## src/servo_params.svh

```systemverilog
`ifndef SERVO_PARAMS_SVH
`define SERVO_PARAMS_SVH

// raw ADC sample width
`define ADC_W 16
// internal signal path width
`define SIGNAL_W 24

// filter coefficients, signed fixed point
`define COEF_W 18
`define COEF_FRAC 16

// serial DAC word and frame layout
`define DAC_W 16
// command header, selects DAC channel A
`define DAC_CMD 8'h00
`define FRAME_BITS 24

// clk1 cycles per SCK half-period
`define SCK_DIV 4

// DAC queue entries, also the initial credit count
`define FIFO_DEPTH 4

// AFE gain code
`define GAIN_W 2

// derived counter widths
`define FIFO_PTR_W ($clog2(`FIFO_DEPTH))
`define FIFO_CNT_W ($clog2(`FIFO_DEPTH + 1))
`define BIT_IDX_W ($clog2(`FRAME_BITS))
`define DIV_W ($clog2(`SCK_DIV + 1))

`endif
```

## src/spi_bit_timer.sv

```systemverilog
`timescale 1ns/1ps
`include "servo_params.svh"

module spi_bit_timer (
	input  logic                  i_clk1,
	input  logic                  i_reset,
	input  logic                  i_run,
	output logic                  o_tick,
	output logic [`BIT_IDX_W-1:0] o_bit_idx
);

	// clk1 cycles within one SCK half-period
	logic [`DIV_W-1:0] div_cnt;
	// half-periods done in the current frame
	logic [`BIT_IDX_W:0] half_cnt;

	// tick in the middle of the divider count, keeps SCK edges
	// clear of the SCS edges at both ends of the frame
	assign o_tick = i_run && (div_cnt == `SCK_DIV / 2);

	// two half-periods per bit
	assign o_bit_idx = half_cnt[`BIT_IDX_W:1];

	always_ff @(posedge i_clk1) begin
		if (i_reset) begin
			div_cnt <= '0;
			half_cnt <= '0;
		end else if (!i_run) begin
			// idle between frames
			div_cnt <= '0;
			half_cnt <= '0;
		end else begin
			div_cnt <= (div_cnt == `SCK_DIV - 1) ? '0 : div_cnt + 1'b1;
			if (o_tick) begin
				half_cnt <= half_cnt + 1'b1;
			end
		end
	end

endmodule

```

## config.mk

```make
export PLATFORM = sky130hd
export DESIGN_NAME = spi_bit_timer
export DESIGN_NICKNAME = d
export VERILOG_FILES = /design/src/spi_bit_timer.sv
export VERILOG_INCLUDE_DIRS = /design/src /design/src/src
export SDC_FILE = /design/constraint.sdc
export NUM_CORES = 1
export LEC_CHECK = 0
export ABC_AREA = 1
export BUFFER_PORTS_ARGS = -buffer_cell sky130_fd_sc_hd__buf_2
export CORE_ASPECT_RATIO = 1.1
export CORE_MARGIN = 1.5
export CORE_UTILIZATION = 30
export CTS_BUF_LIST = sky130_fd_sc_hd__clkbuf_4 sky130_fd_sc_hd__clkbuf_8
export DETAILED_ROUTE_END_ITERATION = 12
export PLACE_DENSITY = 0.59
export SETUP_SLACK_MARGIN = 0.5
export SYNTH_ARGS = -nofsm -noshare
export SYNTH_HDL_FRONTEND = slang
export SYNTH_SLANG_ARGS = --single-unit
```

## constraint.sdc

```tcl
create_clock -name i_clk1 -period 1.1 [get_ports i_clk1]
set_input_delay 0.11 -clock i_clk1 [delete_from_list [all_inputs] [get_ports i_clk1]]
set_output_delay 0.11 -clock i_clk1 [all_outputs]
set_load 0.05 [all_outputs]
```

==> summary.md <==
| Metric | Value |
|---|---|
| CTS Hold Bufs | 0 |
| Worst Path Buf+Inv | 2 |
| Worst-Margin Slew | 185 ps |
| Count leader, synth | nand2_1 |
| Worst Path Max Fanout | 2 |
| Top cells by count, synth | 11 x nand2_1, 10 x inv_1, 10 x nor2_1 |
| Lkg Pwr | 0.289 nW |
| Final instance area | 692 um^2 |
| Row Count | 15 |
| Layout cells sized above 1 | 0.487 |
| Final critical-path required period | 1190 ps |
| Critical Path Source | div_cnt[0]$_SDFF_PP0_ |
| CTS clock-pin slew for the worst setup and hold paths | 60 ps |
| CP cell instances | inv_2, ha_4, nand2_4, nor2_4, buf_8 |
| Post-synthesis cell type count | 15 |
| Initial detailed-routing violation count | 9 |
| N_diodes | 0 |
| Min-Delay Path Class | input pin to flop |
| Slew margin rel. | 0.876 |
| Wire length of the first global-routing pass | 1.35 mm |
| Synth Flop Type | dfxtp_1 |
| Post-DP Area | 536 um^2 |
| WL final | 835 um |
| Setup crit start kind | flop |
| Worst skew pair latency | 260 ps |
| Final ANT Viol Nets | 0 |
| IO buf count | 8 |
| Vias/cell | 4.51 |
| Clock Skews | 5.39 ps |
| Largest net degree at the start of global routing | 8 |
| Die H | 45.0 um |
| Routability Congestion | 0.640 |
| Unrepaired setup endpoints after global routing | yes |
| Worst Path Class, Setup | flop to primary output |
| Slowest library cell on the worst path | dfxtp_2 |
| Status | finished, violations left |
| Antenna violations before repair | 0 |
| Synth Net Count | 71 |
| Longest Clk Path Bufs | 2 |
| CTS Buf Count | 3 |
| CTS tree | yes |
| Yosys reg bits | 9 |
| Cell Pwr Density | 956 nW/um^2 |
| CTS root buf | clkbuf_4 |
| Number of global-route vias before repair | 357 |
| Cells after Synth | 64 |
| Worst path max stage delay | 320 ps |
| Die area | 1860 um^2 |
| Number of remaining DRC errors | 0 |
| DR pass1 iterations | 4 |
| Syn_area_per_cell | 7.53 um^2 |
| Clock net sink count | 9 |
| Share of the synthesized area in the top cell type | 0.374 |
| Min-delay src | i_reset |
| Sequential-to-total area share from yosys stat | 0.374 |
| Final setup violation count | 4 |
| Largest delay share family, worst path | flip-flops |
| Vias | 419 |
| DP HPWL | 595 um |
| H-Tree Level Count | 1 |
| Tot GR Track Use | 0.114 |
| Maximum clock rate | 843 MHz |
| Synth Cell Area | 482 um^2 |
| Layout area overhead | 43.6% |
| CP Depth | 5 |
| Die X | 41.2 um |
| Biggest area consumer among synthesized cells | dfxtp_1 |
| GRT overflow | 0 |
| FFs w/ async S/R, synth | 0 |
| CP Data Required Time | 990 ps |
| Worst Slack Setup Final | -86.4 ps |
| Fin Hold WS | 117 ps |
| CORE AREA | 1540 um^2 |
| Failing checks | setup timing |
| Final Hold Fails | 0 |
| Critical Path Sink Type | primary output |
| Initial core utilization | 0.313 |
| Tcrit/Tclk final | 1.08 |
| Cells after DPL | 85 |
| Boundary pin count | 9 |
| Hold depth | 4 |
| Max-cap viol count | 0 |
| Number of flops mapped to enable cells by yosys | 0 |
| Worst r2r path cells | 8 |
| DR WL/cell | 8.98 um |
| Final TNS setup | -189 ps |
| Worst path arrival time | 1080 ps |
| Top cells by area, synth | dfxtp_1 37%, ha_1 10%, nand2_1 8.6% |
| Fin cells | 93 |
| Yosys warns | 0 |
| Final nets | 84 |
| Slew Viols, Final | 0 |
| FF-to-FF Start | div_cnt[0]$_SDFF_PP0_ |
| Worst VDD drop | 0.632 mV |
## cell families (layout without fill, tap and decap cells)
logic type | after synthesis | in the layout | synth area share
buf+inv | 15 | 27 | 0.156
flops | 9 | 9 | 0.374
simple gates | 31 | 31 | 0.312
fa+ha+maj | 4 | 4 | 0.104
compound gates | 5 | 5 | 0.0546
## where the power goes
group          internal, mW  switching (mW)
clock                 0.165           0.121
sequential            0.321         0.00379
combinational        0.0224          0.0287
## final timing paths
| kind | endpoint | slack (ps) |
|---|---|---|
| setup reg to reg | half_cnt[2]$_SDFFE_PP0P_ | -70 |
| hold / removal | half_cnt[4]$_SDFFE_PP0P_ | 120 |
| hold reg to reg | half_cnt[2]$_SDFFE_PP0P_ | 500 |
| setup / recovery | o_tick | -90 |
## tightest hold or removal path, cell delays in order
cell and delay [ps]:
buf_2 100, nor2_4 60, nand2_1 50, nor2_1 30
## routing by layer
layer  GRT usage  part of all wire
met5           0                 0
met4      0.0581             0.014
met3      0.0739             0.065
met2       0.191              0.51
met1       0.100              0.41
## state kept, by name (all words and copies together) (netlist names)
| name | count |
|---|---|
| half_cnt | 6 |
| div_cnt | 3 |
## final cells by class
class / instances / area (um^2)
fill: 154 / 847
clock buffer: 4 / 30.0
multi-input combinational: 40 / 267
tap: 17 / 21.3
inverter: 10 / 37.5
timing repair buffer: 13 / 138
sequential: 9 / 199
## timing repair
action | 4_1_cts | 5_1_grt
setup buffers | 4 | 0
setup endpoints to repair | 15 | 15
gates resized for setup | 26 | 4
pin swaps | 2 | 0
## through the flow
| stage | setup slack [ps] | power [mW] | utilization |
|---|---|---|---|
| 5_1_grt | -147 | 0.696 | 0.450 |
| 2_1_floorplan | -147 | 0.367 | - |
| 3_5_place_dp | -8.09 | 0.379 | 0.348 |
| 3_3_place_gp | 3.69 | 0.378 | 0.348 |
| 4_1_cts | -105 | 0.675 | 0.437 |
| 6_report | -86.4 | 0.661 | 0.450 |
## cells in the final DEF, fill, tap and decap left out
cell      count
a31oi_1       1
dfxtp_1       2
buf_4         5
dfxtp_2       3
inv_1         8
ha_4          2
nor2_1        8
buf_8         6
o21ai_0       1
nor2_2        3
nand2_2       1
o21ai_1       1
nand3_2       1
clkbuf_4      4
nand3_1       4
inv_2         2
nand4_1       1
nand2_1      10
a21oi_1       2
dfxtp_4       4
ha_2          1
nand2_4       1
ha_1          1
nor2_4        2
buf_2         2
Note: power is estimated with default switching activity, not from simulation.
