$ cat src/servo_params.svh
`ifndef SERVO_PARAMS_SVH
`define SERVO_PARAMS_SVH

// raw ADC sample width
`define ADC_W 16
// internal signal path width
`define SIGNAL_W 24

// filter coefficients, signed fixed point
`define COEF_W 18
`define COEF_FRAC 16

// serial DAC word and frame layout
`define DAC_W 16
// command header, selects DAC channel A
`define DAC_CMD 8'h00
`define FRAME_BITS 24

// clk1 cycles per SCK half-period
`define SCK_DIV 4

// DAC queue entries, also the initial credit count
`define FIFO_DEPTH 4

// AFE gain code
`define GAIN_W 2

// derived counter widths
`define FIFO_PTR_W ($clog2(`FIFO_DEPTH))
`define FIFO_CNT_W ($clog2(`FIFO_DEPTH + 1))
`define BIT_IDX_W ($clog2(`FRAME_BITS))
`define DIV_W ($clog2(`SCK_DIV + 1))

`endif
$ cat src/servo_pkg.sv
`include "servo_params.svh"

package servo_pkg;

	////////////////////
	// data widths
	////////////////////

	// signed sample straight from the ADC
	typedef logic signed [`ADC_W-1:0] adc_sample_t;
	// filtered or difference value
	typedef logic signed [`SIGNAL_W-1:0] signal_t;
	// filter coefficient, COEF_FRAC fraction bits
	typedef logic signed [`COEF_W-1:0] coef_t;
	// code sent to the serial DAC
	typedef logic [`DAC_W-1:0] dac_word_t;
	// AFE gain code
	typedef logic [`GAIN_W-1:0] gain_t;

	////////////////////
	// configuration
	////////////////////

	// one analog input channel
	typedef struct packed {
		logic filter_on;
		coef_t a1;
		coef_t b0;
		coef_t b1;
		gain_t gain;
	} chan_cfg_t;

	// both channels of the servo
	typedef struct packed {
		chan_cfg_t ch0;
		chan_cfg_t ch1;
	} servo_cfg_t;

	// DAC serial link states
	typedef enum logic [1:0] {
		IDLE,
		LOAD,
		SHIFT,
		LATCH
	} spi_state_t;

endpackage

$ cat src/dac_sample_fifo.sv
`timescale 1ns/1ps
`include "servo_params.svh"

module dac_sample_fifo (
	input  logic                 i_clk1,
	input  logic                 i_reset,
	input  servo_pkg::dac_word_t i_word,
	input  logic                 i_push,
	input  logic                 i_pop,
	output servo_pkg::dac_word_t o_head,
	output logic                 o_empty,
	output logic                 o_credit
);

	servo_pkg::dac_word_t mem [`FIFO_DEPTH];
	logic [`FIFO_PTR_W-1:0] wr_ptr;
	logic [`FIFO_PTR_W-1:0] rd_ptr;
	logic [`FIFO_CNT_W-1:0] count;
	logic pop_ok;

	// sender holds credits, so a push always finds room
	assign pop_ok = i_pop && !o_empty;
	assign o_empty = (count == '0);
	assign o_head = mem[rd_ptr];

	always_ff @(posedge i_clk1) begin
		if (i_push) begin
			mem[wr_ptr] <= i_word;
		end
	end

	always_ff @(posedge i_clk1) begin
		if (i_reset) begin
			wr_ptr <= '0;
			rd_ptr <= '0;
			count <= '0;
			o_credit <= 1'b0;
		end else begin
			// pointers wrap at the queue depth
			if (i_push) begin
				wr_ptr <= (wr_ptr == `FIFO_DEPTH - 1) ? '0 : wr_ptr + 1'b1;
			end
			if (pop_ok) begin
				rd_ptr <= (rd_ptr == `FIFO_DEPTH - 1) ? '0 : rd_ptr + 1'b1;
			end
			case ({i_push, pop_ok})
				2'b10: count <= count + 1'b1;
				2'b01: count <= count - 1'b1;
				default: count <= count;
			endcase
			// one credit back per word taken
			o_credit <= pop_ok;
		end
	end

endmodule

$ cat config.mk
export PLATFORM = sky130hd
export DESIGN_NAME = dac_sample_fifo
export DESIGN_NICKNAME = d
export VERILOG_FILES = /design/src/servo_pkg.sv /design/src/dac_sample_fifo.sv
export VERILOG_INCLUDE_DIRS = /design/src /design/src/src
export SDC_FILE = /design/constraint.sdc
export NUM_CORES = 1
export LEC_CHECK = 0
export ABC_CLOCK_PERIOD_IN_PS = 2370
export CAP_MARGIN = 10
export CORE_MARGIN = 1.5
export CORE_UTILIZATION = 40
export DETAILED_ROUTE_END_ITERATION = 6
export DONT_BUFFER_PORTS = 1
export PLACE_DENSITY = 0.53
export SYNTH_ARGS = -nofsm -noshare
export SYNTH_HDL_FRONTEND = slang
export SYNTH_SLANG_ARGS = --single-unit
$ cat constraint.sdc
create_clock -name i_clk1 -period 2.37 [get_ports i_clk1]
set_clock_uncertainty 0.15 [all_clocks]
set_input_delay 0.474 -clock i_clk1 [delete_from_list [all_inputs] [get_ports i_clk1]]
set_output_delay 0.474 -clock i_clk1 [all_outputs]
set_load 0.01 [all_outputs]
==> metrics.txt, run 1 <==
Hold Path End wr_ptr[0]$_SDFFE_PP0P_; worst endpoint required time 1750 ps; DR vias 1,203; synthesized netlist net count 162; most frequent cells in the layout edfxtp_1, mux4_2, dfxtp_1, clkbuf_8; WL/cell 17.64 um; post-CTS sizing 0; total track usage 12.81%; drt first pass iters 4; clock period minus final worst setup slack 2171 ps; H-Tree Depth 3; reg2reg start count[1]$_SDFFE_PP0P_; placed instance area around 0.0029 sq mm; via-per-instance ratio 4.910; DIE WIDTH 87.19 um; Mapped Area roughly 0.0028 sq mm; maximum VDD drop 415.7 uV; # setup viols final 0; CP peak stage delay 650 ps; Starting Density about two fifths; hold depth 1; post-layout net count 171; FF-to-FF setup slack 300 ps; RR Endpoint count[2]$_SDFFE_PP0P_; status complete, no violations; hold crit path type primary input to flip-flop; max-slew violation count 0; Core ar. ~0.0068 sq mm; number of DRC violations after detailed-routing iteration 0 54; Final Hold Vio Count 0; worst reg2reg path depth 8; worst path buffer plus inverter count 1; Tot Pwr 3.022 mW; clock buffer count from CTS 9; Die H 87.19 um; Post-CTS Setup Inserts 0; # hold bufs at CTS 0; critical setup path kind flip-flop to output port; CTS clock-pin slew for the worst setup and hold paths approximately 80 ps; die footprint 0.007602 sq mm; gpl congestion 0.5930; prevailing post-synth register cell edfxtp_1; GRT overflow 0; CP arrival 1550 ps; commonest non-fill, non-tap cell in the layout edfxtp_1; RSZ-0062 raised after global routing false; Leak 1.026 nW; antenna violations before repair 0; post-synthesis instance total 135; root buffer cell clkbuf_8; CTS tree done; flops & latches, synth between 70 and 80; post-synthesis sequential area ratio 74.85%; Ys Warns 0; clk buf depth 2; final worst slack roughly 200 ps; delay-heaviest family, CP multiplexers; layout cells sized above 1 19.46%; num rows 30; pre-CTS setup slack ~290 ps; Fin Setup TNS 0 ps; global-route wire length before repair roughly 6700 um; largest net degree at the start of global routing 17; power per cell area just under 1000 mW/mm^2; Ant. Diodes 0; drt drc 0; Critical Path Fanout Max 16; critical-path cell list buf_12, mux4_1; EDFF count, synth between 60 and 70; startpoint types flip-flop; Slowest cell on crit path mux4_1; f_max 460.7 MHz; final instance area 0.003141 sq mm; Final ANT Viol Nets 0; Area Growth Syn to Fin 10.77%; hold path start i_reset; Worst setup EP type output port; clk sink count 74; hold_ws around 46 ps; dpl hpwl 2667 um; vias in the first global route 1,285; PortBufs 0; Synth cell types 22; I/O Pins 38; Max Cap Violations 0; Mean Syn Cell Area 21.00 sq um; clk_lat worst skew 340 ps; Worst Tran Pin Value 880.1 ps; Final Cycle Share 91.59%; final wirelength 4323 um; Post-synth ARST share 0%; slew margin rel. 41.33%
-- layer usage --
layer / track usage (%) / share of wire, %
met5: 0 / 0
met4: 6.494 / 1.9
met3: 6.351 / 7.4
met2: 20.79 / 51
met1: 13.90 / 39
-- power by group --
| group | internal (mW) | total [mW] | leakage (nW) | switching, mW |
|---|---|---|---|---|
| registers | 1.51 | 1.56 | 0.670 | 0.0555 |
| clock network | 0.488 | 0.943 | 0.0925 | 0.455 |
| logic | 0.241 | 0.519 | 0.264 | 0.278 |
-- sequential cells by signal, indices dropped and copies added (netlist names), named ones only --
register and count:
mem 64, count 3, wr_ptr 2, rd_ptr 2, o_credit 1
-- worst max-delay path by stage --
stage	from	endpoint	slack (ps)	cells past startpoint
2_1_floorplan	i_pop	count[2]$_SDFFE_PP0P_	420	8
6_report	flip-flop	o_head[7]	200	2
3_3_place_gp	i_pop	count[2]$_SDFFE_PP0P_	380	8
3_5_place_dp	i_pop	count[2]$_SDFFE_PP0P_	290	8
5_1_grt	flip-flop	o_head[5]	140	2
4_1_cts	flip-flop	o_head[5]	160	2
-- synth_stat cells (2+ instances only) --
| master | instances | share of area (%) |
|---|---|---|
| a21oi_1 | 4 | 0.71 |
| and2_1 | 4 | 0.88 |
| buf_2 | 2 | 0.35 |
| dfxtp_1 | 10 | 7.1 |
| edfxtp_1 | 64 | 68 |
| ha_1 | 6 | 2.6 |
| inv_1 | 7 | 0.93 |
| mux2i_1 | 2 | 0.71 |
| mux4_1 | 6 | 5.6 |
| mux4_2 | 10 | 7.9 |
| nor2_1 | 7 | 0.93 |
| or3_1 | 2 | 0.44 |
| xor2_1 | 2 | 0.62 |
-- through the flow --
stage / util, % / std cells
5_1_grt: 45.97 / 245
3_3_place_gp: 43.11 / 229
4_1_cts: 45.97 / 245
3_5_place_dp: 43.11 / 229
6_report: 45.97 / 245
2_1_floorplan: - / 135
-- cell type report --
type	instances	area [sq um]
Sequential cell	74	2122
Inverter	7	26.28
Clock buffer	10	127.6
Fill cell	601	3691
Clock inverter	6	67.56
Tap cell	96	120.1
Timing Repair Buffer	3	35.03
Multi-Input combinational cell	49	641.9
-- logic make-up (layout without fill, tap and decap cells) --
logic type | count (synthesis) | in the layout | share of synthesized area [%]
adder cells (fa/ha/maj) | 7 | 7 | 3.354
flip-flops | 74 | 74 | 74.85
AND/OR/NAND/NOR | 16 | 16 | 2.824
buffers and inverters | 12 | 26 | 2.516
XOR/XNOR | 2 | 2 | 0.6179
multiplexers | 18 | 18 | 14.21
AO/OA/AOI/OAI | 6 | 6 | 1.633
(Power assumes the default switching activity.)
==> inputs of run 2 (changes only) <==
- CTS_BUF_LIST: not set -> sky130_fd_sc_hd__clkbuf_2
==> metrics.txt, run 2 (synthesis results as in run 1) <==
total track usage 12.79% (was 12.81%); CTS tree done (unchanged); number of DRC violations after detailed-routing iteration 0 64 (was 54); slew margin rel. 40.29% (was 41.33%); final wirelength 4421 um (was 4323 um); commonest non-fill, non-tap cell in the layout edfxtp_1 (unchanged); maximum VDD drop 387.5 uV (was 415.7 uV); Final ANT Viol Nets 0 (unchanged); power per cell area 860.2 mW/mm^2 (was 962.4 mW/mm^2); f_max 438.4 MHz (was 460.7 MHz); Tot Pwr 2.790 mW (was 3.022 mW); Core ar. 0.006832 sq mm (unchanged); via-per-instance ratio 4.886 (was 4.910); max-slew violation count 0 (unchanged); layout cells sized above 1 20.24% (was 19.46%); Ant. Diodes 0 (unchanged); clk buf depth 2 (unchanged); PortBufs 0 (unchanged); RR Endpoint count[2]$_SDFFE_PP0P_ (unchanged); dpl cells 229 (unchanged); die footprint 0.007602 sq mm (unchanged); CTS clock-pin slew for the worst setup and hold paths 200 ps (was 80 ps); drt drc 0 (unchanged); vias in the first global route 1,349 (was 1,285); num rows 30 (unchanged); flip-flop count of the largest register after layout 64 (unchanged); root buffer cell clkbuf_2 (was clkbuf_8); Leak 1.071 nW (was 1.026 nW); Starting Density 41.50% (unchanged); I/O Pins 38 (unchanged); Final Hold Vio Count 0 (unchanged); reg2reg start count[1]$_SDFFE_PP0P_ (unchanged); post-layout net count 190 (was 171); CP arrival 1660 ps (was 1550 ps); # setup viols final 0 (unchanged); Post-CTS Setup Inserts 0 (unchanged); clk_lat worst skew 460 ps (was 340 ps); drt first pass iters 4 (unchanged); final non-filler cell total 264 (was 245); Die H 87.19 um (unchanged); GRT overflow 0 (unchanged); most frequent cells in the layout edfxtp_1, dlygate4sd3_1, mux4_2, clkbuf_2, dfxtp_1 (was edfxtp_1, mux4_2, dfxtp_1, clkbuf_8); antenna violations before repair 0 (unchanged); Final Cycle Share 96.25% (was 91.59%); status complete, no violations (unchanged); startpoint types flip-flop (unchanged); gpl congestion 0.5930 (unchanged); Critical Path Fanout Max 16 (unchanged); CP Capture Point o_head[6] (was o_head[7]); DR vias 1,290 (was 1,203); clock period minus final worst setup slack 2281 ps (was 2171 ps); WL/cell 16.75 um (was 17.64 um); biggest regs mem: 64 flops, count: 3 flops (unchanged); Worst Tran Pin Value 895.7 ps (was 880.1 ps); largest net degree at the start of global routing 17 (unchanged); Max Cap Violations 0 (unchanged); worst endpoint required time 1750 ps (about the same); DIE WIDTH 87.19 um (unchanged); worst reg2reg path depth 8 (unchanged); clock buffer count from CTS 9 (unchanged); global-route wire length before repair 6817 um (was 6658 um); dpl hpwl 2667 um (unchanged); Most flops, register mem (unchanged); hold crit path type primary input to flip-flop (unchanged); FF-to-FF setup slack 290 ps (was 300 ps); Worst setup EP type output port (unchanged); clk sink count 74 (unchanged); H-Tree Depth 3 (unchanged); Area Growth Syn to Fin 14.39% (was 10.77%); critical setup path kind flip-flop to output port (unchanged); RSZ-0062 raised after global routing true (was false)
==> run 2: changes by cell type in the layout (fill, tap and decap cells not counted) <==
cell	delta
clkbuf_1	-1
clkbuf_2	+10
clkbuf_8	-9
dfxtp_1	-1
dfxtp_2	+1
dlygate4sd3_1	+19
mux4_1	-3
mux4_2	+3
==> run 2: per-layer routing <==
layer | vias up | track usage (%) | wire length, um
met5 | - | 0 | 0
met4 | 0 | 5.628 | 70
met3 | 8 | 4.645 | 244
met2 | 33 | 21.28 | 2282
met1 | 661 | 14.94 | 1824
li1 | 588 | - | -
==> run 2: worst min path at each step <==
stage | startpoint | end | slack (ps) | cells after the start
finish | i_push | wr_ptr[0]$_SDFFE_PP0P_ | 70 | 3
global route | i_push | wr_ptr[0]$_SDFFE_PP0P_ | 20 | 3
CTS | i_push | wr_ptr[0]$_SDFFE_PP0P_ | 10 | 3
detailed placement | rd_ptr[0]$_SDFFE_PP0N_ | rd_ptr[0]$_SDFFE_PP0N_ | 340 | 2
global placement | rd_ptr[0]$_SDFFE_PP0N_ | rd_ptr[0]$_SDFFE_PP0N_ | 330 | 2
floorplan | rd_ptr[0]$_SDFFE_PP0N_ | flip-flop | 310 | 2
==> run 2: area by class of cell <==
cell class	instances	area [sq um]
Clock inverter	6	67.56
Multi-Input combinational cell	49	630.6
Sequential cell	74	2123
Tap cell	96	120.1
Timing Repair Buffer	22	225.2
Clock buffer	10	50.05
Inverter	7	26.28
Fill cell	602	3588
==> run 2: where the power goes <==
group / total, mW / internal, mW / switching [mW] / leakage [nW]
combinational: 0.559 / 0.265 / 0.294 / 0.333
clock: 0.671 / 0.249 / 0.421 / 0.0681
sequential: 1.56 / 1.51 / 0.0552 / 0.670
==> run 2: what timing repair did <==
item                                    CTS  global route
hold buffers                             19             0
endpoints found under the setup margin    6             8
gates cloned                              0             0
endpoints found under the hold margin    74             0
resized for setup                         3             1
==> run 2: through the flow <==
step	hold slack, ps	utilization (%)	cell area (sq um)	TNS (ps)	worst slack (ps)
final	67.98	47.47	3243	0	88.96
after global routing	15.82	47.47	3243	-100.4	-34.38
after CTS	14.94	47.45	3242	-40.08	-13.55
after detailed placement	335.4	43.11	2945	0	289.7
after global placement	331.4	43.11	2945	0	382.2
after floorplan	313.4	-	2835	0	415.1
==> run 2: critical path: stages (launching register included) <==
cell and delay, ps:
dfxtp_2 380, buf_12 180, mux4_1 630
==> inputs of run 3 (changes only) <==
- CTS_BUF_LIST: sky130_fd_sc_hd__clkbuf_2 -> not set
- GPL_TIMING_DRIVEN: not set -> 0
- SETUP_SLACK_MARGIN: not set -> 0.3
==> metrics.txt, run 3 (synthesis results as in run 1) <==
clk sink count 74 (unchanged); number of DRC violations after detailed-routing iteration 0 89 (was 64); CTS clock-pin slew for the worst setup and hold paths 70 ps (was 200 ps); final worst slack 219.4 ps (was 88.96 ps); final instance area 0.003286 sq mm (was 0.003243 sq mm); GRT overflow 0 (unchanged); final core utilization 48.10% (was 47.47%); final non-filler cell total 257 (was 264); CP Capture Point o_head[0] (was o_head[6]); vias in the first global route 1,334 (was 1,349); dpl hpwl 2773 um (was 2667 um); Area Growth Syn to Fin 15.89% (was 14.39%); PortBufs 0 (unchanged); Worst setup EP type output port (unchanged); clk_lat worst skew 330 ps (was 460 ps); worst reg2reg path depth 8 (unchanged); dpl cells 231 (was 229); clk buf depth 2 (unchanged); worst endpoint required time 1750 ps (about the same); biggest regs mem: 64 flops, count: 3 flops (unchanged); total track usage 13.08% (was 12.79%); num rows 30 (unchanged); I/O Pins 38 (unchanged); Final Cycle Share 90.74% (was 96.25%); post-layout net count 183 (was 190); Core ar. 0.006832 sq mm (unchanged); root buffer cell clkbuf_8 (was clkbuf_2); die footprint 0.007602 sq mm (unchanged); startpoint types flip-flop (unchanged); Die H 87.19 um (unchanged); Fin Setup TNS 0 ps (unchanged); global-route wire length before repair 6865 um (was 6817 um); antenna violations before repair 0 (unchanged); final wirelength 4472 um (was 4421 um); largest net degree at the start of global routing 17 (unchanged); Worst Tran Pin Value 880.5 ps (was 895.7 ps); FF-to-FF setup slack 400 ps (was 290 ps); status complete, no violations (unchanged); Final ANT Viol Nets 0 (unchanged); maximum VDD drop 439.6 uV (was 387.5 uV); most frequent cells in the layout edfxtp_1, mux4_2, clkbuf_8, inv_1, nor2_1 (was edfxtp_1, dlygate4sd3_1, mux4_2, clkbuf_2, dfxtp_1); placed instance area 0.002955 sq mm (was 0.002945 sq mm); Final Hold Vio Count 0 (unchanged); power per cell area 1004 mW/mm^2 (was 860.2 mW/mm^2); hold_ws 78.19 ps (was 67.98 ps); via-per-instance ratio 4.946 (was 4.886); critical setup path kind flip-flop to output port (unchanged); gpl congestion 0.6867 (was 0.5930); slew margin rel. 41.30% (was 40.29%); layout cells sized above 1 31.06% (was 20.24%); Max Cap Violations 0 (unchanged); RR Endpoint count[2]$_SDFFE_PP0P_ (unchanged); reg2reg start count[0]$_SDFFE_PP0P_ (was count[1]$_SDFFE_PP0P_); Critical Path Fanout Max 5 (was 16); Starting Density 41.50% (unchanged); Most flops, register mem (unchanged); # hold bufs at CTS 0 (was 19); commonest non-fill, non-tap cell in the layout edfxtp_1 (unchanged); clock period minus final worst setup slack 2151 ps (was 2281 ps); flip-flop count of the largest register after layout 64 (unchanged); drt drc 0 (unchanged); WL/cell 17.40 um (was 16.75 um); f_max 465.0 MHz (was 438.4 MHz); H-Tree Depth 3 (unchanged); Ant. Diodes 0 (unchanged); Leak 1.097 nW (was 1.071 nW); DIE WIDTH 87.19 um (unchanged); CP arrival 1530 ps (was 1660 ps); drt first pass iters 4 (unchanged); # setup viols final 0 (unchanged); pre-CTS setup slack 302.2 ps (was 289.7 ps); RSZ-0062 raised after global routing true (unchanged); DR vias 1,271 (was 1,290); clock buffer count from CTS 9 (unchanged); hold crit path type primary input to flip-flop (unchanged); max-slew violation count 0 (unchanged); CTS tree done (unchanged); Tot Pwr 3.298 mW (was 2.790 mW)
run 3: metal layers:
metal | global-route usage [%] | part of all wire, % | wire [um] | vias up
met3 | 6.161 | 7.2 | 322 | 8
met2 | 21.28 | 51 | 2285 | 34
met1 | 14.24 | 40 | 1784 | 658
met5 | 0 | 0 | 0 | -
li1 | - | - | - | 571
met4 | 6.926 | 1.8 | 79 | 0
run 3: where the power goes:
group / internal, mW / switching [mW] / total (mW)
combinational: 0.379 / 0.308 / 0.687
clock: 0.596 / 0.443 / 1.04
sequential: 1.52 / 0.0533 / 1.57
run 3: area by class of cell:
type                            instances  area, sq um
Inverter                                7        26.28
Fill cell                             599         3546
Timing Repair Buffer                   10        118.9
Clock buffer                           10        127.6
Sequential cell                        74         2135
Clock inverter                          6        91.34
Buffer                                  5        47.55
Tap cell                               96        120.1
Multi-Input combinational cell         49        619.3
run 3: worst min path at each step:
stage,startpoint,to,slack (ps),cells after the start
final,i_word[12],mem[3][12]$_DFFE_PP_,80,0
after global routing,i_word[12],mem[3][12]$_DFFE_PP_,50,0
after CTS,i_word[6],mem[3][6]$_DFFE_PP_,60,0
after detailed placement,rd_ptr[0]$_SDFFE_PP0N_,flip-flop,340,2
after global placement,rd_ptr[0]$_SDFFE_PP0N_,rd_ptr[0]$_SDFFE_PP0N_,330,2
after floorplan,rd_ptr[0]$_SDFFE_PP0N_,flip-flop,310,2
run 3: what timing repair did:
action                                  CTS  global route
endpoints found under the setup margin   16            17
pin swaps                                 0             1
setup buffers                             5             4
resized for setup                         7            11
gates cloned                              1             0
run 3: critical path: stages (launching register included):
cell     delay, ps
dfxtp_2        320
buf_6          110
buf_6          100
buf_12         110
mux4_2         540
