[src/servo_params.svh]
`ifndef SERVO_PARAMS_SVH
`define SERVO_PARAMS_SVH

// raw ADC sample width
`define ADC_W 16
// internal signal path width
`define SIGNAL_W 24

// filter coefficients, signed fixed point
`define COEF_W 18
`define COEF_FRAC 16

// serial DAC word and frame layout
`define DAC_W 16
// command header, selects DAC channel A
`define DAC_CMD 8'h00
`define FRAME_BITS 24

// clk1 cycles per SCK half-period
`define SCK_DIV 4

// DAC queue entries, also the initial credit count
`define FIFO_DEPTH 4

// AFE gain code
`define GAIN_W 2

// derived counter widths
`define FIFO_PTR_W ($clog2(`FIFO_DEPTH))
`define FIFO_CNT_W ($clog2(`FIFO_DEPTH + 1))
`define BIT_IDX_W ($clog2(`FRAME_BITS))
`define DIV_W ($clog2(`SCK_DIV + 1))

`endif
[src/servo_pkg.sv]
`include "servo_params.svh"

package servo_pkg;

	////////////////////
	// data widths
	////////////////////

	// signed sample straight from the ADC
	typedef logic signed [`ADC_W-1:0] adc_sample_t;
	// filtered or difference value
	typedef logic signed [`SIGNAL_W-1:0] signal_t;
	// filter coefficient, COEF_FRAC fraction bits
	typedef logic signed [`COEF_W-1:0] coef_t;
	// code sent to the serial DAC
	typedef logic [`DAC_W-1:0] dac_word_t;
	// AFE gain code
	typedef logic [`GAIN_W-1:0] gain_t;

	////////////////////
	// configuration
	////////////////////

	// one analog input channel
	typedef struct packed {
		logic filter_on;
		coef_t a1;
		coef_t b0;
		coef_t b1;
		gain_t gain;
	} chan_cfg_t;

	// both channels of the servo
	typedef struct packed {
		chan_cfg_t ch0;
		chan_cfg_t ch1;
	} servo_cfg_t;

	// DAC serial link states
	typedef enum logic [1:0] {
		IDLE,
		LOAD,
		SHIFT,
		LATCH
	} spi_state_t;

endpackage

[src/dac_spi_fsm.sv]
`timescale 1ns/1ps
`include "servo_params.svh"

module dac_spi_fsm (
	input  logic                  i_clk1,
	input  logic                  i_reset,
	input  logic                  i_empty,
	input  servo_pkg::dac_word_t  i_head,
	output logic                  o_pop,
	input  logic                  i_tick,
	input  logic [`BIT_IDX_W-1:0] i_bit_idx,
	output logic                  o_run,
	output logic                  o_scs,
	output logic                  o_sck,
	output logic                  o_sdi,
	output logic                  o_ldac
);

	servo_pkg::spi_state_t state;
	// word taken from the queue in IDLE
	servo_pkg::dac_word_t word_q;
	logic [`FRAME_BITS-1:0] frame_sr;
	// last falling SCK edge has gone out
	logic last_edge;
	logic [`DIV_W-1:0] latch_cnt;

	assign o_pop = (state == servo_pkg::IDLE) && !i_empty;
	assign o_run = (state == servo_pkg::SHIFT);

	always_ff @(posedge i_clk1) begin
		if (o_pop) begin
			word_q <= i_head;
		end
		if (state == servo_pkg::LOAD) begin
			frame_sr <= {`DAC_CMD, word_q};
		end else if (o_run && i_tick && !o_sck) begin
			// msb first, next bit moves up on each rising edge
			frame_sr <= {frame_sr[`FRAME_BITS-2:0], 1'b0};
		end
	end

	always_ff @(posedge i_clk1) begin
		if (i_reset) begin
			state <= servo_pkg::IDLE;
			o_scs <= 1'b1;
			o_sck <= 1'b0;
			o_sdi <= 1'b0;
			o_ldac <= 1'b1;
			last_edge <= 1'b0;
			latch_cnt <= '0;
		end else begin
			case (state)
				servo_pkg::IDLE: begin
					if (!i_empty) begin
						state <= servo_pkg::LOAD;
					end
				end
				servo_pkg::LOAD: begin
					o_scs <= 1'b0;
					state <= servo_pkg::SHIFT;
				end
				servo_pkg::SHIFT: begin
					if (last_edge) begin
						// SCK has been low for a while, close the frame
						o_scs <= 1'b1;
						o_sdi <= 1'b0;
						last_edge <= 1'b0;
						latch_cnt <= '0;
						state <= servo_pkg::LATCH;
					end else if (i_tick) begin
						o_sck <= !o_sck;
						// data changes with the rising edge, DAC samples on the fall
						if (!o_sck) begin
							o_sdi <= frame_sr[`FRAME_BITS-1];
						end
						if (o_sck && i_bit_idx == `FRAME_BITS - 1) begin
							last_edge <= 1'b1;
						end
					end
				end
				servo_pkg::LATCH: begin
					// one idle cycle after SCS, then LDAC low for SCK_DIV cycles
					if (latch_cnt == `SCK_DIV) begin
						o_ldac <= 1'b1;
						state <= servo_pkg::IDLE;
					end else begin
						o_ldac <= 1'b0;
						latch_cnt <= latch_cnt + 1'b1;
					end
				end
				default: state <= servo_pkg::IDLE;
			endcase
		end
	end

endmodule

[config.mk]
export PLATFORM = sky130hd
export DESIGN_NAME = dac_spi_fsm
export DESIGN_NICKNAME = d
export VERILOG_FILES = /design/src/servo_pkg.sv /design/src/dac_spi_fsm.sv
export VERILOG_INCLUDE_DIRS = /design/src /design/src/src
export SDC_FILE = /design/constraint.sdc
export NUM_CORES = 1
export LEC_CHECK = 0
export ABC_AREA = 1
export BUFFER_PORTS_ARGS = -buffer_cell sky130_fd_sc_hd__buf_4
export CAP_MARGIN = 20
export CORE_ASPECT_RATIO = 0.8
export CORE_UTILIZATION = 50
export CTS_CLUSTER_DIAMETER = 100
export DETAILED_ROUTE_END_ITERATION = 12
export GPL_ROUTABILITY_DRIVEN = 0
export PLACE_DENSITY = 0.8
export SLEW_MARGIN = 5
export SYNTH_ARGS = -nofsm -noshare
export SYNTH_HDL_FRONTEND = slang
export SYNTH_SLANG_ARGS = --single-unit
[constraint.sdc]
create_clock -name i_clk1 -period 3.6 [get_ports i_clk1]
set_clock_uncertainty 0.15 [all_clocks]
set_input_delay 0.9 -clock i_clk1 [delete_from_list [all_inputs] [get_ports i_clk1]]
set_output_delay 0.9 -clock i_clk1 [all_outputs]
set_load 0.02 [all_outputs]
==> impl_results.md, run 1 <==
- Outcome: complete, no violations
- First-pass GRT wire length: 5460 µm
- Post-CTS Setup Bufs: 0
- Reg2reg end: frame_sr[6]
- Worst hold-check path type: reg -> reg
- Initial core utilization: 52.8%
- Leak: 1.09 nW
- Via-to-Cell Ratio: 4.56
- Yosys top cell area share: 47.6%
- Crit. path cell count: 4
- Worst-path cell chain: inv_1, ha_1, inv_1, nand2_1
- Die extent in y: 58.9 µm
- Tot Pwr: 0.00190 W
- Number of antenna violations at the first check in global routing: 0
- Root buffer cell: clkbuf_8
- Synthesized cell area: 0.00202 mm²
- Worst relative slew slack: 57.4%
- Largest family of logic cells by synthesized area: simple AND/OR/NAND/NOR gates
- Final Cycle Share: 71.4%
- Final WS setup: 1.03 ns
- FF-to-FF path depth: 4
- FMAX: 389 MHz
- Fin. Hold Viols: 0
- CP arrival: 2.36 ns
- Crit Path Max Fanout: 25
- Critical Path Sink: frame_sr[6]
- Post-DRT Antenna Nets: 0
- RSZ-0062 raised after global routing: no
- Post-Synth XOR/XNOR Area: 0%
- Number of global-route vias before repair: 1,259
- Most common library cell in the layout ignoring fill and taps: nand2_1
- Detailed Route Iter0 Violations: 112
- Routed len/inst: 10.5 µm
- Combinational share of power: 31.2%
- Hold_sp: frame_sr[15]
- Post-Synth Adder-Cell Area: 4.33%
- # resized after CTS: 0
- Req. time, crit path: 3.38 ns
- Syn Area/Cell: 9.71 µm²
- Worst path bufs/invs: 2
- Clock power frac: 18.5%
- Reg2reg start: state[1]
- Reg-to-reg slack, setup: 1.03 ns
- Inserted Diodes: 0
- Pwr per Cell Area: 791 mW/mm²
- CTS clock-pin slew for the worst setup and hold paths: 0.08 ns
- Share of cells above drive strength 1: 17.3%
- Yosys cell types: 14
- Port buffer count: 30
- Leading area contributor after synthesis: edfxtp_1
- Sw Pwr: 0.000636 W
- Sequential fraction of the synthesis area: 65.4%
- Setup TNS Final: 0 ns
- H-tree depth: 2
- Clk sink count: 50
- Gate Count Post-Synth: 208
- Total gr overflow: 0
- Cts hold-fix bufs: 0
- CP startpoint kind: flip-flop
- P_int: 0.00127 W
- Synth Area in Simple Gates: 22.5%
- Kind of critical path: reg -> reg
- DIE AREA: 0.00430 mm²
- Sequential share of power: 50.3%
- Detail Placement HPWL: 2320 µm
- Post-placement cell count: 290
- Mux cell area share after synthesis: 0%
- Synthesized flop and latch total: 50
- CTS tree: built
- Top post-synthesis cells by area: edfxtp_1 48%, dfxtp_1 18%, nand2_1 14%, nor2_1 5.9%, ha_1 4.3%
- Synth Warn #: 0
- Critical Path Max Stage Delay: 0.62 ns
- Crit-path leading delay family: simple AND/OR/NAND/NOR gates
- CP Capture Type: flip-flop
- Setup violators final: 0
- Clk Latency, worst-skew pair: 0.29 ns
- Largest net degree at the start of global routing: 26
- CTS Buf Count: 5
- Fin util: 62.8%
- Slew Limit Fails: 0
- Final non-filler cell total: 298
- Ports: 31
- Most frequent cells in the layout: 74 x nand2_1, 32 x nor2_1, 32 x edfxtp_1
- All-layer global routing usage: 17.2%
- Number of max-cap violations: 0
- Synth Area in Compound Gates: 3.47%
- Most numerous cell on the critical path: inv_1
- Critical path startpoint: state[1]
- Core footprint: 0.00383 mm²
- DR vias: 1,358
- Die Span X: 73.1 µm
- Area Overhead vs Synth: 18.9%
- Pre-CTS setup slack: 1.01 ns
- Period minus WS final: 2.57 ns
- Sw Ratio: 33.4%
- Router iterations before antenna repair: 4
- DRC Markers: 0
- # rows: 20
- Total Routed Length: 3130 µm
- Total Nets Final: 274
- VDD IR max: 0.457 mV
- Clock buffer depth: 2
- Syn Nets: 240
- Slowest CP cell: nand2_1
- Worst-margin pin slew: 0.637 ns
## layout make-up
type,instances,area [µm²]
fillers,307,1430
flip-flops and latches,50,1320
multi-input cells,137,613
repair buffers,31,233
clock buffers,8,104
well taps,55,68.8
inverters,17,63.8
## cells by family after synthesis
| kind of cell | count (synthesis) |
|---|---|
| buf+inv | 21 |
| fa+ha+maj | 7 |
| simple gates | 116 |
| flops | 50 |
| compound gates | 14 |
## how the worst min path moves through the flow
stage                     cells after the start           end  slack (ns)
after detailed placement                      2  frame_sr[16]        0.32
after floorplan                               2  frame_sr[16]        0.30
final                                         2  frame_sr[16]        0.33
after CTS                                     2         o_sdi        0.33
after global placement                        2        o_ldac        0.31
after global routing                          2         o_sdi        0.36
## stage by stage
stage | instance area (µm²) | hold WS [ns]
after floorplan | 2020 | 0.297
after global placement | 2300 | 0.310
after detailed placement | 2300 | 0.316
after CTS | 2400 | 0.332
after global routing | 2400 | 0.355
final | 2400 | 0.331
## cell usage after synthesis
cell type / number
nand2_1: 74
nand2_2: 1
o21ai_0: 10
nor2_4: 1
nor2_1: 32
inv_2: 1
buf_4: 1
nand3_1: 8
dfxtp_1: 18
edfxtp_1: 32
ha_1: 7
buf_2: 3
a21oi_1: 4
inv_1: 16
## layer usage
| metal | wire [µm] | global-route usage, % |
|---|---|---|
| met4 | 62 | 8.96 |
| met2 | 1430 | 26.1 |
| met5 | 0 | 0 |
| met1 | 1540 | 22.8 |
| met3 | 96 | 4.79 |
## state kept, by name, summed over array words and instances (netlist names)
name,cells
last_edge,1
word_q,16
o_ldac,1
o_sck,1
o_sdi,1
latch_cnt,3
frame_sr,24
o_scs,1
state,2
## worst reg2reg max path: cells and delay by family (launching register included)
family	cells	cell delay [ns]
fa+ha+maj	1	0.51
buf+inv	2	0.57
simple gates	1	0.62
flops	1	0.34
## power groups by stage
stage	registers, W	logic (W)	clock network [W]
floorplan	0.000960	0.000444	0
global placement	0.000965	0.000577	0
detailed placement	0.000970	0.000601	0
CTS	0.000958	0.000600	0.000362
global route	0.000979	0.000694	0.000382
finish	0.000956	0.000593	0.000353
No activity file was read; power rests on OpenSTA's default activity.
==> run 2, diff against run 1 <==
- clock period: 3.6 -> 2.4 ns (I/O delays scaled with it)
==> run 2 against run 1 <==
Sequential power is 50% higher. Combinational power up 56%. First-iteration DRC count grew 7.1%. Critical path type unchanged. Sequential cell count did not move. Register-to-register slack worse by 0.75 ns. Power is 48% higher. Cell count grew 0.67%.
==> impl_results.md, run 2 (synthesized netlist as in run 1, its figures left out) <==
- Number of max-cap violations: 0 (unchanged)
- First-pass GRT wire length: 5350 µm (-2.0%)
- Sw Pwr: 0.000970 W (+53%)
- CP arrival: 1.97 ns (-0.39 ns)
- Leak: 1.08 nW (-0.41%)
- Slew Limit Fails: 0 (unchanged)
- Router iterations before antenna repair: 4 (unchanged)
- Worst-path cell chain: inv_1, ha_1, inv_1, nand2_1, buf_4
- Number of antenna violations at the first check in global routing: 0 (unchanged)
- Crit Path Max Fanout: 17 (-32%)
- Kind of critical path: reg -> reg
- Final Cycle Share: 88.5% (+17 points)
- Critical Path Max Stage Delay: 0.53 ns (-0.09 ns)
- CTS tree: built
- Cts hold-fix bufs: 0 (unchanged)
- Inserted Diodes: 0 (unchanged)
- Root buffer cell: clkbuf_8
- Combinational share of power: 32.8% (+1.6 points)
- All-layer global routing usage: 16.8% (-0.40 points)
- Period minus WS final: 2.12 ns (-0.448 ns)
- Pre-CTS setup slack: 0.296 ns (-0.718 ns)
- H-tree depth: 2 (unchanged)
- DRC Markers: 0 (unchanged)
- Total Routed Length: 3140 µm (+0.38%)
- Area Overhead vs Synth: 18.6%
- Post-placement cell count: 292 (+0.69%)
- Worst relative slew slack: 61.1% (+3.6 points)
- Clock buffer depth: 2 (unchanged)
- Worst path bufs/invs: 3 (+1)
- Hold_ws: 0.319 ns (-0.0121 ns)
- Total Nets Final: 276 (+0.73%)
- Detailed Route Iter0 Violations: 120 (+7.1%)
- Die Span X: 73.1 µm (unchanged)
- Critical Path Sink: frame_sr[3]
- Reg-to-reg slack, setup: 0.28 ns (-0.75 ns)
- Reg2reg start: state[1]
- Final non-filler cell total: 300 (+0.67%)
- Outcome: complete, no violations
- Clk Latency, worst-skew pair: 0.30 ns (about the same)
- Top flop regs: frame_sr (24), word_q (16), latch_cnt (3)
- Most frequent cells in the layout: 74 x nand2_1, 33 x buf_4, 32 x nor2_1, 32 x edfxtp_1, 18 x dfxtp_1
- # resized after CTS: 0 (unchanged)
- Most numerous cell on the critical path: inv_1
- Clock power frac: 16.4% (-2.1 points)
- CP startpoint kind: flip-flop
- Detail Placement HPWL: 2250 µm (-3.0%)
- Post-CTS Setup Bufs: 0 (unchanged)
- Setup TNS Final: 0 ns (unchanged)
- Hold path depth: 1 (-1)
- CP Capture Type: flip-flop
- Reg2reg end: frame_sr[3]
- Pwr per Cell Area: 1170 mW/mm² (+48%)
- CTS clock-pin slew for the worst setup and hold paths: 0.09 ns (about the same)
- Fin util: 62.6% (-0.20 points)
- Slowest CP cell: ha_1
- Largest net degree at the start of global routing: 18 (-31%)
- Core footprint: 0.00383 mm² (unchanged)
- Post-DRT Antenna Nets: 0 (unchanged)
- Crit-path leading delay family: buffers and inverters
- FMAX: 471 MHz (+21%)
- Total gr overflow: 0 (unchanged)
- DR vias: 1,379 (+1.5%)
- # rows: 20 (unchanged)
- Setup violators final: 0 (unchanged)
- Worst-margin pin slew: 0.584 ns (-0.0528 ns)
- Final WS setup: 0.276 ns (-0.752 ns)
- Sequential share of power: 50.8% (+0.5 points)
- Req. time, crit path: 2.24 ns (-1.14 ns)
- Routed len/inst: 10.5 µm (-0.29%)
- DIE AREA: 0.00430 mm² (unchanged)
- VDD IR max: 0.649 mV (+42%)
- Port buffer count: 30 (unchanged)
- Clk sink count: 50 (unchanged)
- Initial core utilization: 52.8% (unchanged)
- Fillers: 302 (-1.6%)
- Number of global-route vias before repair: 1,309 (+4.0%)
- P_int: 0.00184 W (+45%)
- Worst hold-check path type: in -> reg
- Max reg flops: 24 (unchanged)
- Critical path startpoint: state[1]
- FF-to-FF path depth: 5 (+1)
- CTS Buf Count: 5 (unchanged)
- Die extent in y: 58.9 µm (unchanged)
- Fin. Hold Viols: 0 (unchanged)
- Largest Register: frame_sr
- Share of cells above drive strength 1: 17.1% (-0.14 points)
- RSZ-0062 raised after global routing: no
- Sw Ratio: 34.5% (+1.1 points)
- Crit. path cell count: 5 (+1)
- Most common library cell in the layout ignoring fill and taps: nand2_1
- Ports: 31 (unchanged)
- Via-to-Cell Ratio: 4.60 (+0.87%)
==> run 2: cell count changes in the layout (fill, tap and decap cells not counted), sizes merged <==
cell    change
buf         +2
clkbuf      -2
clkinv      +2
==> run 2: worst min-delay path by stage <==
| stage | end | slack, ns | startpoint |
|---|---|---|---|
| 2_1_floorplan | frame_sr[16] | 0.30 | frame_sr[15] |
| 3_3_place_gp | frame_sr[16] | 0.31 | frame_sr[15] |
| 3_5_place_dp | frame_sr[19] | 0.31 | frame_sr[18] |
| 4_1_cts | word_q[1] | 0.31 | i_head[1] |
| 5_1_grt | word_q[3] | 0.31 | i_head[3] |
| 6_report | word_q[11] | 0.32 | i_head[11] |
==> run 2: power by group through the flow <==
stage	clock network, W	logic (W)	registers (W)
floorplan	0	0.000667	0.00144
global placement	0	0.000894	0.00144
detailed placement	0	0.000932	0.00145
CTS	0.000468	0.000933	0.00143
global route	0.000497	0.00107	0.00146
finish	0.000461	0.000923	0.00143
==> run 2: cell type report <==
| type | count | area [µm²] | share of cell area, % |
|---|---|---|---|
| multi-input cells | 137 | 613 | 25.6 |
| inverters | 17 | 63.8 | 2.66 |
| clock inverters | 2 | 8.76 | 0.366 |
| repair buffers | 33 | 248 | 10.3 |
| well taps | 55 | 68.8 | 2.87 |
| clock buffers | 6 | 72.6 | 3.03 |
| flip-flops and latches | 50 | 1320 | 55.1 |
==> run 2: worst register-to-register path, delay by kind of cell (launching register included) <==
kind | cells | cell delay [ns]
buf+inv | 3 | 0.67
flops | 1 | 0.34
fa+ha+maj | 1 | 0.53
simple gates | 1 | 0.13
==> run 2: per-stage QoR <==
| step | area (µm²) | power [W] |
|---|---|---|
| floorplan | 2020 | 0.00211 |
| global placement | 2310 | 0.00234 |
| detailed placement | 2310 | 0.00238 |
| CTS | 2400 | 0.00283 |
| global route | 2400 | 0.00303 |
| finish | 2400 | 0.00281 |
==> run 2: metal layers <==
layer	vias to the layer above	share of wire [%]	track usage [%]
met2	20	45	27.2
met1	618	49	20.9
met5	-	0	0
met4	0	2.0	7.56
met3	9	3.8	5.14
li1	732	-	-
==> run 3, diff against run 2 <==
- CORE_MARGIN: not set -> 2
==> run 3 against run 2 <==
Cell count unchanged. Critical path type unchanged. Critical endpoint is now frame_sr[9]. Hold slack improved by 0.0027 ns. First-iteration DRC count decreased by 62%. Clock power about the same. Global-route usage decreased by 1.0 points. Utilization increased by 0.098 points. Non-clock buffer count unchanged.
==> impl_results.md, run 3 (synthesized netlist as in run 1, its figures left out) <==
- M3 GR Usage: 4.49% (-0.65 points)
- Core footprint: 0.00383 mm² (unchanged)
- Final non-filler cell total: 300 (unchanged)
- Critical Path Max Stage Delay: 0.52 ns (about the same)
- Setup violators final: 0 (unchanged)
- Total Nets Final: 276 (unchanged)
- Global Route met2 Usage: 23.6% (-3.7 points)
- Sequential share of power: 50.9% (about the same)
- All-layer global routing usage: 15.8% (-1.0 points)
- DIE AREA: 0.00457 mm² (+6.2%)
- H-tree depth: 2 (unchanged)
- Detail Placement HPWL: 2270 µm (+0.74%)
- Most frequent cells in the layout: 74 x nand2_1, 33 x buf_4, 32 x nor2_1, 32 x edfxtp_1, 18 x dfxtp_1
- Routed len/inst: 10.4 µm (-0.57%)
- Crit-path leading delay family: buffers and inverters
- Multi-input logic area: 613 µm² (unchanged)
- Post-CTS Setup Bufs: 0 (unchanged)
- Port buffer count: 30 (unchanged)
- Die extent in y: 60.9 µm (+3.4%)
- CTS tree: built
- First-pass GRT wire length: 5200 µm (-3.0%)
- Final Cycle Share: 87.6% (-0.86 points)
- Pwr per Cell Area: 1170 mW/mm² (-0.20%)
- Post-DP Area: 0.00231 mm² (unchanged)
- Leak: 1.08 nW (about the same)
- DRC Markers: 0 (unchanged)
- Router iterations before antenna repair: 4 (unchanged)
- Number of global-route vias before repair: 1,216 (-7.1%)
- GR peak layer: met2
- CTS Buf Count: 5 (unchanged)
- Total Routed Length: 3130 µm (-0.57%)
- RSZ-0062 raised after global routing: no
- Top flop regs: frame_sr (24), word_q (16), latch_cnt (3)
- Largest net degree at the start of global routing: 18 (unchanged)
- Initial core utilization: 52.8% (unchanged)
- CP arrival: 1.95 ns (-0.02 ns)
- Sw Pwr: 0.000969 W (-0.14%)
- Worst hold-check path type: in -> reg
- Setup TNS Final: 0 ns (unchanged)
- Clk Latency, worst-skew pair: 0.30 ns (about the same)
- Max reg flops: 24 (unchanged)
- Worst relative slew slack: 62.9% (+1.9 points)
- FMAX: 475 MHz (+0.98%)
- Clk sink count: 50 (unchanged)
- Most numerous cell on the critical path: inv_1
- Outcome: complete, no violations
- CTS clock-pin slew for the worst setup and hold paths: 0.09 ns (about the same)
- Post-DRT Antenna Nets: 0 (unchanged)
- # resized after CTS: 0 (unchanged)
- Number of antenna violations at the first check in global routing: 0 (unchanged)
- Sw Ratio: 34.5% (about the same)
- P_int: 0.00184 W (about the same)
- VDD IR max: 0.562 mV (-13%)
- Inserted Diodes: 0 (unchanged)
- Crit Path Max Fanout: 17 (unchanged)
- CP startpoint kind: flip-flop
- Clock buffer depth: 2 (unchanged)
- Req. time, crit path: 2.24 ns (about the same)
- Number of max-cap violations: 0 (unchanged)
- # rows: 20 (unchanged)
- Slew Limit Fails: 0 (unchanged)
- Kind of critical path: reg -> reg
- Fin util: 62.7% (+0.098 points)
- CP Capture Type: flip-flop
- Combinational share of power: 32.7% (about the same)
- Worst-margin pin slew: 0.556 ns (-0.0278 ns)
- Ports: 31 (unchanged)
- Worst-path cell chain: inv_1, ha_1, inv_1, nand2_1, buf_4
- Total gr overflow: 0 (unchanged)
- Fin area: 0.00240 mm² (+0.16%)
- Fillers: 333 (+10%)
- Fin. Hold Viols: 0 (unchanged)
- Period minus WS final: 2.10 ns (-0.0206 ns)
- Via-to-Cell Ratio: 4.54 (-1.2%)
- Clock power frac: 16.5% (about the same)
- Cts hold-fix bufs: 0 (unchanged)
- Area Overhead vs Synth: 18.8%
- Detailed Route Iter0 Violations: 46 (-62%)
- Die Span X: 75.1 µm (+2.7%)
- Largest Register: frame_sr
- M1 GR Usage: 21.2% (+0.28 points)
- Most common library cell in the layout ignoring fill and taps: nand2_1
- Root buffer cell: clkbuf_8
- Tot Pwr: 0.00281 W (about the same)
- Sequential Area: 0.00132 mm² (unchanged)
- Post-placement cell count: 292 (unchanged)
- Worst path bufs/invs: 3 (unchanged)
- Share of cells above drive strength 1: 17.6% (+0.41 points)
- Slowest CP cell: ha_1
- DR vias: 1,362 (-1.2%)
[run 3: metrics by stage]
| step | hold slack [ns] | setup WS (ns) |
|---|---|---|
| 6_report | 0.321 | 0.297 |
| 5_1_grt | 0.304 | 0.142 |
| 4_1_cts | 0.313 | 0.291 |
| 3_5_place_dp | 0.314 | 0.300 |
| 3_3_place_gp | 0.308 | 0.354 |
| 2_1_floorplan | 0.297 | 0.101 |
[run 3: final timing paths]
check          startpoint     endpoint  slack (ns)  depth (start not counted)
max              state[1]  frame_sr[9]        0.30                          5
min             i_head[1]    word_q[1]        0.32                          1
max reg2reg      state[1]  frame_sr[9]        0.30                          5
min reg2reg  frame_sr[23]        o_sdi        0.33                          2
[run 3: final cells by class]
type | count | share of cell area [%]
clock buffers | 5 | 2.87
clock inverters | 3 | 0.678
inverters | 17 | 2.66
multi-input cells | 137 | 25.5
flip-flops and latches | 50 | 55.1
well taps | 55 | 2.87
repair buffers | 33 | 10.3
[run 3: routing by layer]
| metal | vias to the layer above | share of wire, % | wire, µm |
|---|---|---|---|
| li1 | 734 | - | - |
| met1 | 602 | 51 | 1600 |
| met2 | 19 | 43 | 1360 |
| met3 | 7 | 3.1 | 98 |
| met4 | 0 | 2.2 | 68 |
| met5 | - | 0 | 0 |
[run 3: power groups by stage]
stage                     Sequential (W)  Clock (W)  Combinational [W]
final                            0.00143   0.000463           0.000919
after CTS                        0.00143   0.000473           0.000928
after global routing             0.00146   0.000512            0.00107
after global placement           0.00145          0           0.000894
after floorplan                  0.00144          0           0.000667
after detailed placement         0.00145          0           0.000928
